--- config.mk ---
export PLATFORM = sky130hd
export DESIGN_NAME = MemArbiter
export DESIGN_NICKNAME = d
export VERILOG_FILES = /design/src/common/CpuBusPkg.sv /design/src/verilog/MemArbiter.sv
export VERILOG_INCLUDE_DIRS = /design/src /design/src/common
export SDC_FILE = /design/constraint.sdc
export NUM_CORES = 1
export LEC_CHECK = 0
export BUFFER_PORTS_ARGS = -buffer_cell sky130_fd_sc_hd__buf_2
export CAP_MARGIN = 20
export CORE_AREA = 3 3 44 46
export DETAILED_ROUTE_END_ITERATION = 10
export DIE_AREA = 0 0 47 49
export MAX_ROUTING_LAYER = met4
export PLACE_DENSITY = 0.9
export SLEW_MARGIN = 20
export SYNTH_ARGS = -nofsm -noshare
export SYNTH_HDL_FRONTEND = slang
export SYNTH_SLANG_ARGS = --single-unit
--- constraint.sdc ---
create_clock -name vclk -period 1.2
set_input_delay 0.24 -clock vclk [all_inputs]
set_output_delay 0.24 -clock vclk [all_outputs]
set_load 0.03 [all_outputs]
--- src/common/cpu_macros.svh ---
`ifndef CPU_MACROS_SVH
`define CPU_MACROS_SVH

////////////////////////////////////////
// Machine geometry
////////////////////////////////////////
`define DATA_WIDTH    16 // Machine word
`define REG_ADDR_BITS 4  // Sixteen registers
`define MEM_ADDR_BITS 10 // 1024 memory words

`endif

--- src/common/CpuBusPkg.sv ---
`include "cpu_macros.svh"

package CpuBusPkg;

    ////////////////////////////////////////
    // Memory port request
    ////////////////////////////////////////
    // Level request, active while en is high
    // Read data comes back one cycle after grant
    typedef struct packed {
        logic                      en;    // Request active
        logic                      we;    // Write when set, else read
        logic [`MEM_ADDR_BITS-1:0] addr;  // Word address
        logic [`DATA_WIDTH-1:0]    wdata; // Write payload
    } memReqS;

endpackage

--- src/verilog/MemArbiter.sv ---
module MemArbiter (
    input  CpuBusPkg::memReqS hostReq,
    input  CpuBusPkg::memReqS coreReq,
    output CpuBusPkg::memReqS memReq,
    output logic              coreGnt
);

    ////////////////////////////////////////
    // Fixed priority, host first
    ////////////////////////////////////////
    always_comb begin
        if (hostReq.en) begin
            memReq  = hostReq; // Host owns the port this cycle
            coreGnt = 1'b0;    // Core holds its request
        end else begin
            memReq  = coreReq;
            coreGnt = coreReq.en;
        end
    end

    // No state here
    // A stalled core request simply waits for a free cycle

endmodule

==> flow_summary.json <==
{
  "status": "finished, violations left",
  "violations": "negative setup slack",
  "fin_crit_ns": 1.223,
  "grt_max_degree": 10,
  "routed_wl_mm": 2.618,
  "nFlopsAndLatches": 0,
  "netlist_top_cells_count": "mux2_2, mux2_4, buf_6",
  "netSwitchingPower_uw": 287.1,
  "p_per_area_nw_per_um2": 548.0,
  "grt_pass1_vias": 741,
  "fp.dieW_um": 47,
  "power_frac_seq_pct": 0,
  "post-route-util_pct": 74.35,
  "cp_max_fo": 6,
  "cp_cell_sequence": "buf_12, buf_8, mux2_2, buf_6",
  "synth_top_area_cell": "mux2_2",
  "ys_warn_count": 0,
  "critPathTopFamily": "buffers and inverters",
  "tightest_slew_ns": 0.1632,
  "seq_area_um2": 0,
  "fin_crit_sh_pct": 101.9,
  "multi_input_area_um2": 399.1,
  "hold_class": "in2out",
  "synth.most_common_cell": "mux2_2",
  "cp-end-kind": "output port",
  "grt_overflow_total": 0,
  "met2_length_mm": 1.377,
  "max_freq_mhz": 817.8,
  "coreArea_um2": 1541,
  "synth-xor-area-share_pct": 0,
  "syn-mean-instance-area_um2": 11.69,
  "ir_drop_mv": 0.3692,
  "rsz0062_at_grt": "true",
  "synthTopCellsByArea": "mux2_2, mux2_4, buf_6",
  "synth_top_area_share_pct": 57.19,
  "netlist_instances": 32,
  "ys_seq_area_share_pct": 0,
  "gp_congestion": 0.7943,
  "avgRoutedWirePerCell_um": 19.39,
  "synth_compound_area_share_pct": 0,
  "wl_met1_um": 778,
  "pwr-share-comb_pct": 100.0,
  "syn_to_final_growth_pct": 206.4,
  "met3RoutedLength_um": 401,
  "relSlewSlack_pct": 89.20,
  "hold-worst-slack_ns": 0.8050,
  "io_buffers": 85,
  "syn_area_um2": 374.1,
  "synthMuxAreaShare_pct": 89.30,
  "postLayoutCellArea_um2": 1146,
  "max_cap_violations": 0,
  "via_per_inst": 4.948,
  "worstSetupPathType": "in2out",
  "crit_buf_inv": 3,
  "cp.required_ns": 0.96,
  "nClkBuffers": 0,
  "clkPwrFrac_pct": 0,
  "drtIter0Drc": 3,
  "synthSimpleGateAreaFrac_pct": 3.344,
  "syn_nets": 88,
  "fp.dieH_um": 49,
  "p_int_uw": 340.9,
  "fin_ws_ns": -0.02280,
  "fin_tns_setup_ns": -0.06160,
  "slowest_delay_ns": 0.35,
  "finalSetupViolCount": 5,
  "antenna_cells": 0,
  "fillers": 102,
  "post_synth_fa_ha_maj_area_fraction_pct": 0,
  "rows": 14,
  "place_hpwl_mm": 1.815,
  "hold_viol": 0,
  "antenna_found_initial": 0,
  "nNetsFinal": 177,
  "synth_top_family_by_area": "multiplexers",
  "drive_gt1_share_pct": 98.32,
  "grt_usage_pct": 21.80,
  "drv_slew": 0,
  "cp_slowest_cell": "mux2_2",
  "io_pins": 85,
  "remaining_drc_errors": 0,
  "final_antenna_net_count": 0,
  "leakage_uw": 0.0006561,
  "placed_cell_area_um2": 819.5,
  "dr.pass1.iters": 3,
  "switching_share_pct": 45.72,
  "start_util_pct": 24.27,
  "synth.distinct_cells": 6,
  "cp.arrival_ns": 0.98,
  "vias": 668,
  "routed.top_layer": "met4",
  "die_area_um2": 2303,
  "grt_pass1_wl_mm": 3.560,
  "critPathLaunchType": "input port"
}
-- what timing repair did --
item,4_1_cts,5_1_grt
cloned,3,0
hold buffers,0,0
setup endpoints to repair,27,18
endpoints found under the hold margin,0,0
setup buffers,0,0
gates resized for setup,64,13
pin swaps,0,0
-- final timing paths --
check                    from    endpoint  slack, ns  depth (start not counted)
setup / recovery  hostReq[27]   memReq[9]      -0.02                          4
hold / removal    hostReq[22]  memReq[22]       0.81                          3
-- routing by layer --
metal / global-route usage, % / up-vias
li1: - / 298
met1: 20.87 / 294
met2: 42.53 / 72
met3: 3.690 / 4
met4: 4.147 / 0
met5: - / -
-- metrics by stage --
stage,setup slack (ns),power (uW),instances
final,-0.02280,628.0,135
after global routing,-0.04717,656.9,135
after CTS,-0.01284,596.0,135
after detailed placement,-0.1232,446.5,132
after global placement,-0.09477,440.8,132
after floorplan,0.007589,280.9,32
-- placed cells by master, fill, tap and decap left out --
master	synthesis	layout
buf_12	0	2
buf_16	0	3
buf_2	1	57
buf_6	2	27
buf_8	0	1
mux2_2	19	5
mux2_4	8	22
nor2b_1	1	1
or2_1	1	1
-- cells by family (layout without fill, tap and decap cells) --
group,count (synthesis),in the layout
buf+inv,3,90
mux,27,27
simple gates,2,2
-- layout make-up --
| type | count | share of cell area, % |
|---|---|---|
| well taps | 16 | 1.747 |
| multi-input cells | 29 | 34.83 |
| repair buffers | 90 | 63.43 |
-- power groups by stage --
stage	registers [uW]	clock network, uW	logic, uW
final	0	0	628
after global routing	0	0	657
after CTS	0	0	596
after detailed placement	0	0	446
after global placement	0	0	441
after floorplan	0	0	281
(Power assumes the default switching activity.)
