==> config.mk <==
export PLATFORM = sky130hd
export DESIGN_NAME = CpuCore
export DESIGN_NICKNAME = d
export VERILOG_FILES = /design/src/common/CpuIsaPkg.sv /design/src/common/CpuBusPkg.sv /design/src/core/ControlUnit.sv /design/src/core/RegisterFile.sv /design/src/core/Alu.sv /design/src/core/CpuCore.sv
export VERILOG_INCLUDE_DIRS = /design/src /design/src/common
export SDC_FILE = /design/constraint.sdc
export NUM_CORES = 1
export LEC_CHECK = 0
export BUFFER_PORTS_ARGS = -buffer_cell sky130_fd_sc_hd__buf_2
export CORE_MARGIN = 1
export CORE_UTILIZATION = 41
export CTS_BUF_LIST = sky130_fd_sc_hd__clkbuf_16
export DETAILED_ROUTE_END_ITERATION = 10
export GPL_TIMING_DRIVEN = 0
export HOLD_SLACK_MARGIN = 0.08
export PLACE_DENSITY = 0.6
export SYNTH_ARGS = -nofsm -noshare
export SYNTH_HDL_FRONTEND = slang
export SYNTH_SLANG_ARGS = --single-unit
export TNS_END_PERCENT = 30
==> constraint.sdc <==
create_clock -name clk -period 9.6 [get_ports clk]
set_input_delay 0.96 -clock clk [delete_from_list [all_inputs] [get_ports clk]]
set_output_delay 0.96 -clock clk [all_outputs]
set_load 0.01 [all_outputs]
==> src/common/cpu_macros.svh <==
`ifndef CPU_MACROS_SVH
`define CPU_MACROS_SVH

////////////////////////////////////////
// Machine geometry
////////////////////////////////////////
`define DATA_WIDTH    16 // Machine word
`define REG_ADDR_BITS 4  // Sixteen registers
`define MEM_ADDR_BITS 10 // 1024 memory words

`endif

==> src/common/CpuIsaPkg.sv <==
`include "cpu_macros.svh"

package CpuIsaPkg;

    // Opcode nibble, value equals the ALU control code
    typedef enum logic [3:0] {
        ADD = 4'h0, SUB = 4'h1, XOR = 4'h2, RED = 4'h3,
        SLL = 4'h4, SRA = 4'h5, ROR = 4'h6, PADDSB = 4'h7,
        LW = 4'h8, SW = 4'h9, LLB = 4'hA, LHB = 4'hB,
        B = 4'hC, BR = 4'hD, PCS = 4'hE, HLT = 4'hF
    } opcodeE;

    ////////////////////////////////////////
    // Instruction word views
    ////////////////////////////////////////
    typedef struct packed {
        opcodeE                   op;
        logic [`REG_ADDR_BITS-1:0] rd;
        logic [`REG_ADDR_BITS-1:0] rs;
        logic [`REG_ADDR_BITS-1:0] rt;
    } rTypeS;

    typedef struct packed {
        opcodeE                   op;
        logic [`REG_ADDR_BITS-1:0] rd;
        logic [`REG_ADDR_BITS-1:0] rs;
        logic [3:0]               imm4; // Shift count or memory offset
    } immTypeS;

    typedef struct packed {
        opcodeE                   op;
        logic [`REG_ADDR_BITS-1:0] rd;
        logic [7:0]               imm8; // LLB and LHB byte
    } byteTypeS;

    typedef struct packed {
        opcodeE     op;
        logic [2:0] cond; // Condition code
        logic [8:0] imm9; // Signed word offset for B
    } brTypeS;

    // Same 16 bits, decoded per opcode
    typedef union packed {
        rTypeS    rType;
        immTypeS  immType;
        byteTypeS byteType;
        brTypeS   brType;
    } instrU;

    // ControlUnit outputs
    typedef struct packed {
        logic   aluSrc;    // Immediate on ALU B input
        logic   memToReg;  // Load data to register file
        logic   regWrite;
        logic   regSrc;    // Port A reads rd instead of rs
        logic   memEnable; // LW or SW
        logic   memWrite;  // SW only
        logic   branch;    // B or BR
        logic   hlt;
        logic   pcs;
        opcodeE aluOp;
        logic   zEn;       // Z flag update
        logic   nvEn;      // N and V flag update
    } ctrlS;

    typedef struct packed {
        logic z;
        logic n;
        logic v;
    } flagsS;

endpackage

==> src/common/CpuBusPkg.sv <==
`include "cpu_macros.svh"

package CpuBusPkg;

    ////////////////////////////////////////
    // Memory port request
    ////////////////////////////////////////
    // Level request, active while en is high
    // Read data comes back one cycle after grant
    typedef struct packed {
        logic                      en;    // Request active
        logic                      we;    // Write when set, else read
        logic [`MEM_ADDR_BITS-1:0] addr;  // Word address
        logic [`DATA_WIDTH-1:0]    wdata; // Write payload
    } memReqS;

endpackage

==> src/core/ControlUnit.sv <==
module ControlUnit (
    input  CpuIsaPkg::opcodeE opcode,
    output CpuIsaPkg::ctrlS   ctrl
);
    import CpuIsaPkg::*;

    logic [3:0] op; // Raw nibble for the sum-of-products terms

    assign op = opcode;

    ////////////////////////////////////////
    // Opcode decode
    ////////////////////////////////////////
    // SLL, SRA, ROR, LW, SW, LLB, LHB take an immediate
    assign ctrl.aluSrc = op[3] | (op[2] & ~op[1]) | (op[2] & op[1] & ~op[0]);

    assign ctrl.memToReg = op[3] & ~op[1]; // LW result comes from memory

    // All ALU ops, LW, LLB, LHB and PCS
    assign ctrl.regWrite = ~op[3] | op[1] | (op[3] & ~op[2] & ~op[0]);

    assign ctrl.regSrc = op[3] & op[1]; // LLB and LHB merge into rd

    assign ctrl.memEnable = op[3] & ~op[2] & ~op[1];           // LW, SW
    assign ctrl.memWrite  = op[3] & ~op[2] & ~op[1] & op[0];   // SW
    assign ctrl.branch    = op[3] & op[2] & ~op[1];            // B, BR

    assign ctrl.hlt = (opcode == HLT);
    assign ctrl.pcs = (opcode == PCS);

    // ALU control is the opcode itself
    assign ctrl.aluOp = opcode;

    // Z follows every ALU op except RED and PADDSB
    assign ctrl.zEn = ~op[3] & (~op[1] | ~op[0]);

    // N and V only for ADD and SUB
    assign ctrl.nvEn = (op[3:1] == 3'b000);

endmodule

==> src/core/RegisterFile.sv <==
`include "cpu_macros.svh"

module RegisterFile (
    input  logic                      clk,
    input  logic                      rstN,
    input  logic [`REG_ADDR_BITS-1:0] rdAddrA,
    input  logic [`REG_ADDR_BITS-1:0] rdAddrB,
    input  logic [`REG_ADDR_BITS-1:0] wrAddr,
    input  logic                      wrEn,
    input  logic [`DATA_WIDTH-1:0]    wrData,
    output logic [`DATA_WIDTH-1:0]    rdDataA,
    output logic [`DATA_WIDTH-1:0]    rdDataB
);

    logic [`DATA_WIDTH-1:0] regs [1 << `REG_ADDR_BITS];

    always_ff @(posedge clk) begin
        if (!rstN) begin
            for (int i = 0; i < (1 << `REG_ADDR_BITS); i++) begin
                regs[i] <= '0;
            end
        end else if (wrEn && (wrAddr != '0)) begin // R0 ignores writes
            regs[wrAddr] <= wrData;
        end
    end

    // Combinational reads, R0 always zero
    assign rdDataA = (rdAddrA == '0) ? '0 : regs[rdAddrA];
    assign rdDataB = (rdAddrB == '0) ? '0 : regs[rdAddrB];

endmodule

==> src/core/Alu.sv <==
`include "cpu_macros.svh"

module Alu (
    input  CpuIsaPkg::opcodeE      aluOp,
    input  logic [`DATA_WIDTH-1:0] opA,
    input  logic [`DATA_WIDTH-1:0] opB,
    output logic [`DATA_WIDTH-1:0] result,
    output CpuIsaPkg::flagsS       flagsOut
);
    import CpuIsaPkg::*;

    logic [`DATA_WIDTH-1:0]   sum;
    logic [`DATA_WIDTH-1:0]   diff;
    logic [`DATA_WIDTH-1:0]   redSum;
    logic [`DATA_WIDTH-1:0]   paddsb;
    logic [2*`DATA_WIDTH-1:0] rotWide;
    logic                     addOvf;
    logic                     subOvf;

    assign sum  = opA + opB; // Also the LW/SW address
    assign diff = opA - opB;

    // Signed overflow when operand signs allow it and result sign flips
    assign addOvf = (opA[15] == opB[15]) && (sum[15] != opA[15]);
    assign subOvf = (opA[15] != opB[15]) && (diff[15] != opA[15]);

    // RED: four signed bytes summed
    assign redSum = {{8{opA[15]}}, opA[15:8]} + {{8{opA[7]}}, opA[7:0]}
                  + {{8{opB[15]}}, opB[15:8]} + {{8{opB[7]}}, opB[7:0]};

    assign rotWide = {opA, opA} >> opB[3:0]; // Rotate via doubled word

    ////////////////////////////////////////
    // PADDSB nibble lanes
    ////////////////////////////////////////
    always_comb begin
        logic signed [4:0] nibSum;
        paddsb = '0;
        for (int i = 0; i < 4; i++) begin
            nibSum = $signed({opA[4*i+3], opA[4*i +: 4]})
                   + $signed({opB[4*i+3], opB[4*i +: 4]});
            if (nibSum > 5'sd7)       paddsb[4*i +: 4] = 4'h7; // Clamp high
            else if (nibSum < -5'sd8) paddsb[4*i +: 4] = 4'h8; // Clamp low
            else                      paddsb[4*i +: 4] = nibSum[3:0];
        end
    end

    always_comb begin
        case (aluOp)
            SUB:     result = diff;
            XOR:     result = opA ^ opB;
            RED:     result = redSum;
            SLL:     result = opA << opB[3:0];
            SRA:     result = $signed(opA) >>> opB[3:0];
            ROR:     result = rotWide[`DATA_WIDTH-1:0];
            PADDSB:  result = paddsb;
            LLB:     result = {opA[15:8], opB[7:0]}; // Keep high byte of rd
            LHB:     result = {opB[7:0], opA[7:0]};  // Keep low byte of rd
            default: result = sum;                   // ADD, LW, SW
        endcase
    end

    // Candidates only, the core picks which flags latch
    assign flagsOut.z = (result == '0);
    assign flagsOut.n = result[`DATA_WIDTH-1];
    assign flagsOut.v = (aluOp == ADD) ? addOvf : (aluOp == SUB) ? subOvf : 1'b0;

endmodule

==> src/core/CpuCore.sv <==
`include "cpu_macros.svh"

module CpuCore (
    input  logic                   clk,
    input  logic                   rstN,
    input  logic                   start,
    output CpuBusPkg::memReqS      memReq,
    input  logic                   coreGnt,
    input  logic [`DATA_WIDTH-1:0] rdata,
    output logic                   halted
);
    import CpuIsaPkg::*;

    typedef enum logic [2:0] {IDLE, FETCH, EXEC, MEM, WB, HALT} stateE;

    stateE                     state;
    logic                      irPending;   // Fetch granted, instruction on rdata next
    instrU                     ir;
    flagsS                     flags;
    flagsS                     aluFlags;
    ctrlS                      ctrl;
    logic [`MEM_ADDR_BITS-1:0] pc;
    logic [`MEM_ADDR_BITS-1:0] pcPlus1;
    logic [`MEM_ADDR_BITS-1:0] branchTarget;
    logic [`DATA_WIDTH-1:0]    rdDataA;
    logic [`DATA_WIDTH-1:0]    rdDataB;
    logic [`DATA_WIDTH-1:0]    immExt;
    logic [`DATA_WIDTH-1:0]    aluB;
    logic [`DATA_WIDTH-1:0]    aluResult;
    logic [`DATA_WIDTH-1:0]    wrData;
    logic                      wrEn;
    logic                      condTrue;

    ControlUnit ctrlUnit (.opcode(ir.rType.op), .ctrl(ctrl));

    RegisterFile regFile (
        .clk     (clk),
        .rstN    (rstN),
        .rdAddrA (ctrl.regSrc ? ir.rType.rd : ir.rType.rs),
        .rdAddrB (ctrl.memWrite ? ir.rType.rd : ir.rType.rt), // SW stores rd
        .wrAddr  (ir.rType.rd),
        .wrEn    (wrEn),
        .wrData  (wrData),
        .rdDataA (rdDataA),
        .rdDataB (rdDataB)
    );

    // Byte immediate for LLB/LHB, else signed imm4
    assign immExt = ctrl.regSrc ? {{(`DATA_WIDTH-8){1'b0}}, ir.byteType.imm8}
                                : {{(`DATA_WIDTH-4){ir.immType.imm4[3]}}, ir.immType.imm4};
    assign aluB   = ctrl.aluSrc ? immExt : rdDataB;

    Alu alu (.aluOp(ctrl.aluOp), .opA(rdDataA), .opB(aluB),
             .result(aluResult), .flagsOut(aluFlags));

    ////////////////////////////////////////
    // Branch decision
    ////////////////////////////////////////
    always_comb begin
        case (ir.brType.cond)
            3'd0:    condTrue = ~flags.z;
            3'd1:    condTrue = flags.z;
            3'd2:    condTrue = ~flags.z & ~flags.n;
            3'd3:    condTrue = flags.n;
            3'd4:    condTrue = flags.z | (~flags.n & ~flags.v);
            3'd5:    condTrue = flags.z | flags.n;
            3'd6:    condTrue = flags.v;
            default: condTrue = 1'b1; // Unconditional
        endcase
    end

    assign pcPlus1      = pc + 1'b1;
    assign branchTarget = (ir.rType.op == B)
        ? pcPlus1 + {{(`MEM_ADDR_BITS-9){ir.brType.imm9[8]}}, ir.brType.imm9}
        : rdDataA[`MEM_ADDR_BITS-1:0]; // BR jumps to rs

    // Writeback: ALU ops in EXEC, LW in WB
    assign wrEn = ((state == EXEC) && ctrl.regWrite && !ctrl.memEnable && !ctrl.hlt)
               || ((state == WB) && ctrl.regWrite && ctrl.memToReg);
    assign wrData = ctrl.pcs      ? {{(`DATA_WIDTH-`MEM_ADDR_BITS){1'b0}}, pcPlus1}
                  : ctrl.memToReg ? rdata : aluResult;

    // Requests hold steady until granted since ir and regs do not move
    always_comb begin
        memReq.en    = 1'b0;
        memReq.we    = 1'b0;
        memReq.addr  = pc;
        memReq.wdata = rdDataB;
        if (state == FETCH) begin
            memReq.en = !irPending;
        end else if (state == MEM) begin
            memReq.en   = 1'b1;
            memReq.we   = ctrl.memWrite;
            memReq.addr = aluResult[`MEM_ADDR_BITS-1:0]; // rs + imm4
        end
    end

    ////////////////////////////////////////
    // Sequencer
    ////////////////////////////////////////
    always_ff @(posedge clk) begin
        if (!rstN) begin
            state     <= IDLE;
            irPending <= 1'b0;
            pc        <= '0;
            flags     <= '0;
        end else begin
            case (state)
                IDLE: if (start) state <= FETCH;
                FETCH: begin
                    if (irPending) begin
                        ir        <= rdata; // Word from last cycle's grant
                        irPending <= 1'b0;
                        state     <= EXEC;
                    end else if (coreGnt) begin
                        irPending <= 1'b1;
                    end
                end
                EXEC: begin
                    if (ctrl.zEn) flags.z <= aluFlags.z;
                    if (ctrl.nvEn) begin
                        flags.n <= aluFlags.n;
                        flags.v <= aluFlags.v;
                    end
                    if (ctrl.hlt) begin
                        state <= HALT; // PC stays on HLT
                    end else begin
                        pc    <= (ctrl.branch && condTrue) ? branchTarget : pcPlus1;
                        state <= ctrl.memEnable ? MEM : FETCH;
                    end
                end
                MEM:     if (coreGnt) state <= WB;
                WB:      state <= FETCH; // Load data written here
                default: state <= HALT;  // Stay halted until reset
            endcase
        end
    end

    assign halted = (state == HALT);

endmodule

==> key figures, run 1 <==
Synthesis
  • Mapped Cells: 2342
  • Avg Cell Area, Syn: 8.93 um2
  • Sequential area share after synthesis: 38.4%
  • Mapped Nets: 2439
  • Top post-synthesis cells by count: 344 x nor2_1, 325 x nand2_1, 256 x edfxtp_1
  • Most frequent cell after synthesis: nor2_1
  • Top cells by area, synth: edfxtp_1 37%, nor2_1 6.2%, nand2_1 5.8%
  • Synth Cell Area: 0.0209 mm2
  • Top-area cell type share of the netlist area: 36.7%
  • Post-synth EDFFs: 256
  • Synth async-reset ratio: 0%
  • Seq cells post-synth: 273
  • Largest area contributor in the netlist: edfxtp_1
  • Library cells used by synthesis: 83
  • Synth warnings: 0
  • Ys flop type: edfxtp_1

Routing
  • Vias after detailed routing: 20600
  • WL final: 91700 um
  • Residual DRC: 0
  • Post-DRT Antenna Nets: 0
  • Wire per inst: 29.3 um
  • Drt pass-1 iters: 8
  • 1st-iter DRT viols: 3185
  • Vias per cell: 6.57

Placed design
  • I/O Buffers: 47
  • Gpl congestion: 1.03
  • DPL Wire Length: 69400 um
  • Dpl cells: 3074

Setup path
  • Most used cell, CP: o21ai_0
  • Critical path type: register to register
  • Largest stage delay, worst path: 810 ps
  • CP required: 9920 ps
  • Crit-path slowest cell: a21oi_1
  • Setup crit end kind: register
  • Crit-path max FO: 10
  • Arrival @ worst endpoint: 9760 ps
  • Startpoint type of the worst setup path: register

Die
  • Die X-Extent: 228 um
  • Die ar.: 0.0519 mm2
  • Core area: 0.0503 mm2
  • IO Pins: 49
  • Starting density of the core: 41.6%
  • Vert. Die Dim: 228 um
  • Rows: 82

Min path
  • Hold crit path type: register to register

Global route
  • Vias in the first global route: 19600
  • First-pass GRT wire length: 132000 um
  • Overall global routing resource usage: 34.4%
  • Initial antenna violation count: 1
  • Largest net degree at the start of global routing: 18
  • Total gr overflow: 0

Final layout
  • Layout area overhead: 12.4%
  • Layout cell share with drive strength beyond 1: 12.3%
  • Nets: 2535
  • Non-filler instance count after layout: 3134

Status
  • Status: finished, violations left
  • Failing checks: capacitance limit, slew limit

CTS
  • TritonCTS buffer count: 29
  • Root Buffer: clkbuf_16
  • Reg clk slew, reported paths: 70 ps
  • H-tree levels: 1
  • Post-CTS Hold Buffers: 0
  • CTS tree: done
  • CTS max path bufs: 3
  • CTS Sinks: 273
  • Worst-skew pair later-pin latency: 590 ps

STA
  • Final-report hold violation count: 0
  • Final-report setup violation count: 0
  • Worst-Margin Slew: 1560 ps
  • Slew margin rel.: -5.24%
  • Fmax: 106 MHz
  • Final period util: 98.3%
  • Setup TNS Final: 0 ps
  • Final worst path period need: 9440 ps
  • RSZ-0062 raised after global routing: yes
  • Clk_skew: 40.6 ps
  • Slew Limit Fails: 7

Run
  • Max-cap viol count: 2

Power and ir drop
  • Max VDD drop: 0.000140 V
  • Static Leak: 0.00876 uW
  • Power per cell area: 132 mW/mm2
-- state kept, by name, indices dropped and copies added (netlist names) --
register and cells:
regFile.regs 240, irPending 1, flags 3, state 3, ir 16, pc 10
-- critical path, delay by kind of cell (launching register included) --
kind	cells	cell delay (ps)
xor+xnor	1	90
simple gates	7	1870
compound gates	9	2930
flops	1	490
fa+ha+maj	4	1530
mux	1	320
buf+inv	7	1930
-- per-stage QoR --
stage	util [%]	hold slack [ps]	total power (uW)	setup WS, ps	cell area (um2)
after global placement	43.8	468	1840	-1060	22000
final	46.8	485	3110	160	23500
after detailed placement	44.3	467	1860	-622	22300
after floorplan	-	444	1670	2450	20900
after global routing	46.8	520	3180	-17.5	23500
after CTS	46.5	480	3090	68.5	23400
-- final cells by class --
cell class / count / area (um2)
Buffer: 170 / 767
Tap cell: 672 / 841
Inverter: 68 / 259
Timing Repair Buffer: 68 / 468
Fill cell: 4892 / 26800
Clock inverter: 25 / 318
Sequential cell: 273 / 8030
Multi-Input combinational cell: 1828 / 12100
Antenna cell: 1 / 2.50
Clock buffer: 29 / 726
-- routing by layer --
metal / share of wire (%) / track usage (%)
met5: 0 / 0
met4: 5.7 / 16.9
met3: 12 / 7.44
met2: 43 / 52.1
met1: 39 / 46.5
-- cells in the final DEF, fill, tap and decap left out, drive strengths merged, types with 21 or more instances in the layout --
cell type  instances
a211oi            36
a21oi            119
a221oi            31
a22oi             32
buf              121
clkbuf           146
edfxtp           256
ha                61
inv               70
mux2              28
mux2i            102
mux4              50
nand2            327
nand2b            37
nand3            131
nor2             344
nor2b             32
nor3              51
o211ai            21
o21ai            114
o31ai             21
xnor2             28
-- cell families (layout without fill, tap and decap cells) --
| logic type | after synthesis | in the layout | synth area share, % |
|---|---|---|---|
| buffers and inverters | 241 | 360 | 4.90 |
| XOR/XNOR | 44 | 44 | 1.84 |
| adder cells (fa/ha/maj) | 80 | 80 | 5.32 |
| AO/OA/AOI/OAI | 516 | 516 | 16.5 |
| other | 0 | 1 | 0 |
| flip-flops | 273 | 273 | 38.4 |
| multiplexers | 180 | 180 | 11.9 |
| AND/OR/NAND/NOR | 1008 | 1008 | 21.2 |
-- final timing paths --
check	depth (start not counted)	endpoint	start	slack, ps
worst max register to register	29	regFile.regs[1][6]	ir[13]	160
worst min register to register	2	flags[1]	flags[1]	490
worst max-delay path	29	regFile.regs[1][6]	ir[13]	160
worst min-delay path	2	flags[1]	flags[1]	490
-- repair_timing --
action	in CTS	in global routing
buffers inserted	0	8
hold endpoints to repair	0	0
gates resized for setup	13	22
endpoints found under the setup margin	60	58
-- report_power, final --
part	switching [uW]	internal, uW	leakage (uW)
combinational	331	160	0.00549
sequential	25.5	1340	0.00276
clock	515	742	0.000510
(Power assumes the default switching activity.)
==> run 2: changes to the inputs <==
- CELL_PAD_IN_SITES_DETAIL_PLACEMENT: default -> 0
- CELL_PAD_IN_SITES_GLOBAL_PLACEMENT: default -> 1
- PLACE_DENSITY: 0.6 -> 0.73
==> key figures, run 2 (synthesis gave the netlist of run 1 again) <==
Status
  • Status: finished, violations left
  • Failing checks: capacitance limit, slew limit, setup timing

CTS
  • H-tree levels: 1 (unchanged)
  • Root Buffer: clkbuf_16
  • Post-CTS Hold Buffers: 0 (unchanged)
  • Reg clk slew, reported paths: 70 ps (about the same)
  • CTS tree: done
  • TritonCTS buffer count: 29 (unchanged)
  • CTS max path bufs: 3 (unchanged)
  • CTS Sinks: 273 (unchanged)
  • Worst-skew pair later-pin latency: 590 ps (about the same)

STA
  • Slew Limit Fails: 7 (unchanged)
  • Setup TNS Final: -23.7 ps (-23.7 ps)
  • Final worst slack: -23.7 ps (-184 ps)
  • Final period util: 100% (+1.9 points)
  • Slew margin rel.: -1.60% (+3.6 points)
  • Worst-Margin Slew: 1520 ps (-41.4 ps)
  • Final-report hold violation count: 0 (unchanged)
  • Final worst path period need: 9620 ps (+184 ps)
  • Fmax: 104 MHz (-1.9%)
  • Final-report setup violation count: 1 (+1)
  • Clk_skew: 17.3 ps (-23.3 ps)
  • RSZ-0062 raised after global routing: yes
  • Final hold slack: 486 ps (+0.764 ps)

Routing
  • Residual DRC: 0 (unchanged)
  • 1st-iter DRT viols: 2795 (-12%)
  • Vias per cell: 6.50 (-1.1%)
  • WL final: 94200 um (+2.8%)
  • Vias after detailed routing: 20300 (-1.2%)
  • Wire per inst: 30.1 um (+3.0%)
  • Drt pass-1 iters: 6 (-2)
  • Post-DRT Antenna Nets: 0 (unchanged)

Setup path
  • Crit-path max FO: 19 (+9)
  • Setup crit end kind: primary output
  • CP required: 8640 ps (-1280 ps)
  • Critical Path, Cell by Cell: a21o_1, buf_2, buf_2, buf_2, mux4_2, a22oi_1, o31ai_4, fa_1, ha_1, fa_1, ha_1, nor2b_1, o21ai_0, a21oi_1, nor3_1, a211o_1, a221oi_1, o41ai_1, a221oi_2, a32oi_2, mux2_2, buf_2
  • Buf/Inv on CP: 4 (-3)
  • Critical path type: register to primary output
  • RR Endpoint: regFile.regs[8][6]
  • Delay-heaviest family, CP: compound AO/OA/AOI/OAI gates
  • R2r setup slk: 90 ps (-70 ps)
  • Startpoint type of the worst setup path: register
  • Largest stage delay, worst path: 830 ps (+20 ps)
  • Most used cell, CP: buf_2
  • Worst R2R Start: ir[5]
  • Arrival @ worst endpoint: 8660 ps (-1100 ps)
  • Crit-path slowest cell: edfxtp_1
  • Worst r2r path cells: 24 (-17%)

Final layout
  • Fill cell count: 4958 (+1.3%)
  • Non-filler instance count after layout: 3129 (-0.16%)
  • FF+latch area: 0.00803 mm2 (unchanged)
  • Biggest regs: regFile.regs: 240 flops, ir: 16 flops, pc: 10 flops
  • Most frequent cells in the layout: 344 x nor2_1, 325 x nand2_1, 256 x edfxtp_1
  • Layout area overhead: 12.2%
  • Nets: 2530 (-0.20%)
  • Layout cell share with drive strength beyond 1: 12.2% (-0.092 points)
  • Max reg flops: 240 (unchanged)
  • Commonest non-fill, non-tap cell in the layout: nor2_1
  • Reg with most FFs: regFile.regs
  • Post-layout instance area: 0.0235 mm2 (-0.12%)
  • Multi-input gate area: 0.0121 mm2 (+0.22%)

Min path
  • Hold crit path type: register to register
  • Hold endpoint: flags[1]
  • Worst Hold Launch: flags[1]
  • Hold Path Stages: 2 (unchanged)

Global route
  • First-pass GRT wire length: 135000 um (+2.5%)
  • Total gr overflow: 0 (unchanged)
  • Largest net degree at the start of global routing: 20 (+2)
  • Overall global routing resource usage: 35.4% (+1.0 points)
  • Initial antenna violation count: 1 (unchanged)
  • Vias in the first global route: 19200 (-1.7%)

Die
  • Vert. Die Dim: 228 um (unchanged)
  • Die X-Extent: 228 um (unchanged)
  • Core area: 0.0503 mm2 (unchanged)
  • Die ar.: 0.0519 mm2 (unchanged)
  • Rows: 82 (unchanged)
  • Starting density of the core: 41.6% (unchanged)
  • IO Pins: 49 (unchanged)

Placed design
  • Place WS: -687 ps (-65.0 ps)
  • Dpl cells: 3074 (unchanged)
  • DPL Wire Length: 71900 um (+3.7%)
  • I/O Buffers: 47 (unchanged)
  • Gpl congestion: 0.967 (-6.1%)
  • DP Area: 0.0223 mm2 (+0.23%)

Power and ir drop
  • Max VDD drop: 0.000150 V (+7.2%)
  • Static Leak: 0.00874 uW (-0.20%)
  • Power per cell area: 131 mW/mm2 (-1.1%)

Run
  • Max-cap viol count: 1 (-1)
-- run 2: changes by cell type in the layout (fill, tap and decap cells not counted), sizes merged --
cell / change
diode: +1
bufinv: -1
inv: -2
clkinv: +2
buf: -5
-- run 2: cell type report --
type	count	area share (%)
Multi-Input combinational cell	1828	51.6
Sequential cell	273	34.2
Tap cell	672	3.58
Buffer	168	3.25
Clock buffer	29	3.09
Timing Repair Buffer	65	1.99
Clock inverter	24	1.13
Inverter	68	1.10
Antenna cell	2	0.0213
-- run 2: worst register-to-register path, stage by stage, from the launching register on --
cell and delay [ps]:
edfxtp_1 830, a21o_1 190, buf_2 240, buf_2 560, buf_2 530, mux4_2 410, a22oi_1 520, o31ai_4 400
fa_1 580, ha_1 230, fa_1 520, ha_1 380, nor2b_1 180, o21ai_0 220, a21oi_1 120, o21ai_0 220
nor2b_1 190, xnor2_1 90, a21oi_1 230, o21ai_0 360, nor3_1 680, a211oi_1 220, a21oi_1 750, clkbuf_1 490
nor2_1 110
-- run 2: timing repair --
action,in CTS,in global routing
pin swaps,0,0
gates resized for setup,19,15
setup buffers,3,2
cloned,0,0
setup endpoints to repair,92,72
-- run 2: worst max-delay path by stage --
stage	from	to	slack, ps	depth (start not counted)
3_3_place_gp	ir[5]	regFile.regs[15][8]	-1370	27
4_1_cts	ir[14]	memReq[20]	2	29
6_report	ir[5]	memReq[20]	-20	22
3_5_place_dp	ir[13]	regFile.regs[1][8]	-690	33
2_1_floorplan	ir[14]	memReq[24]	2450	31
5_1_grt	ir[1]	memReq[25]	-40	30
-- run 2: where the power goes --
group          switching [uW]  internal (uW)
logic                     334            162
clock network             507            708
registers                23.7           1340
total                     864           2210
-- run 2: through the flow --
stage               power, uW  util, %
floorplan                1670        -
global placement         1840     43.8
detailed placement       1860     44.4
CTS                      3050     46.6
global route             3140     46.7
finish                   3070     46.7
-- run 2: layer usage --
layer	up-vias	routed length, um	track usage [%]
li1	8788	-	-
met1	10000	36700	46.4
met2	1241	42400	55.9
met3	269	9270	5.93
met4	2	5830	19.3
met5	-	13	0
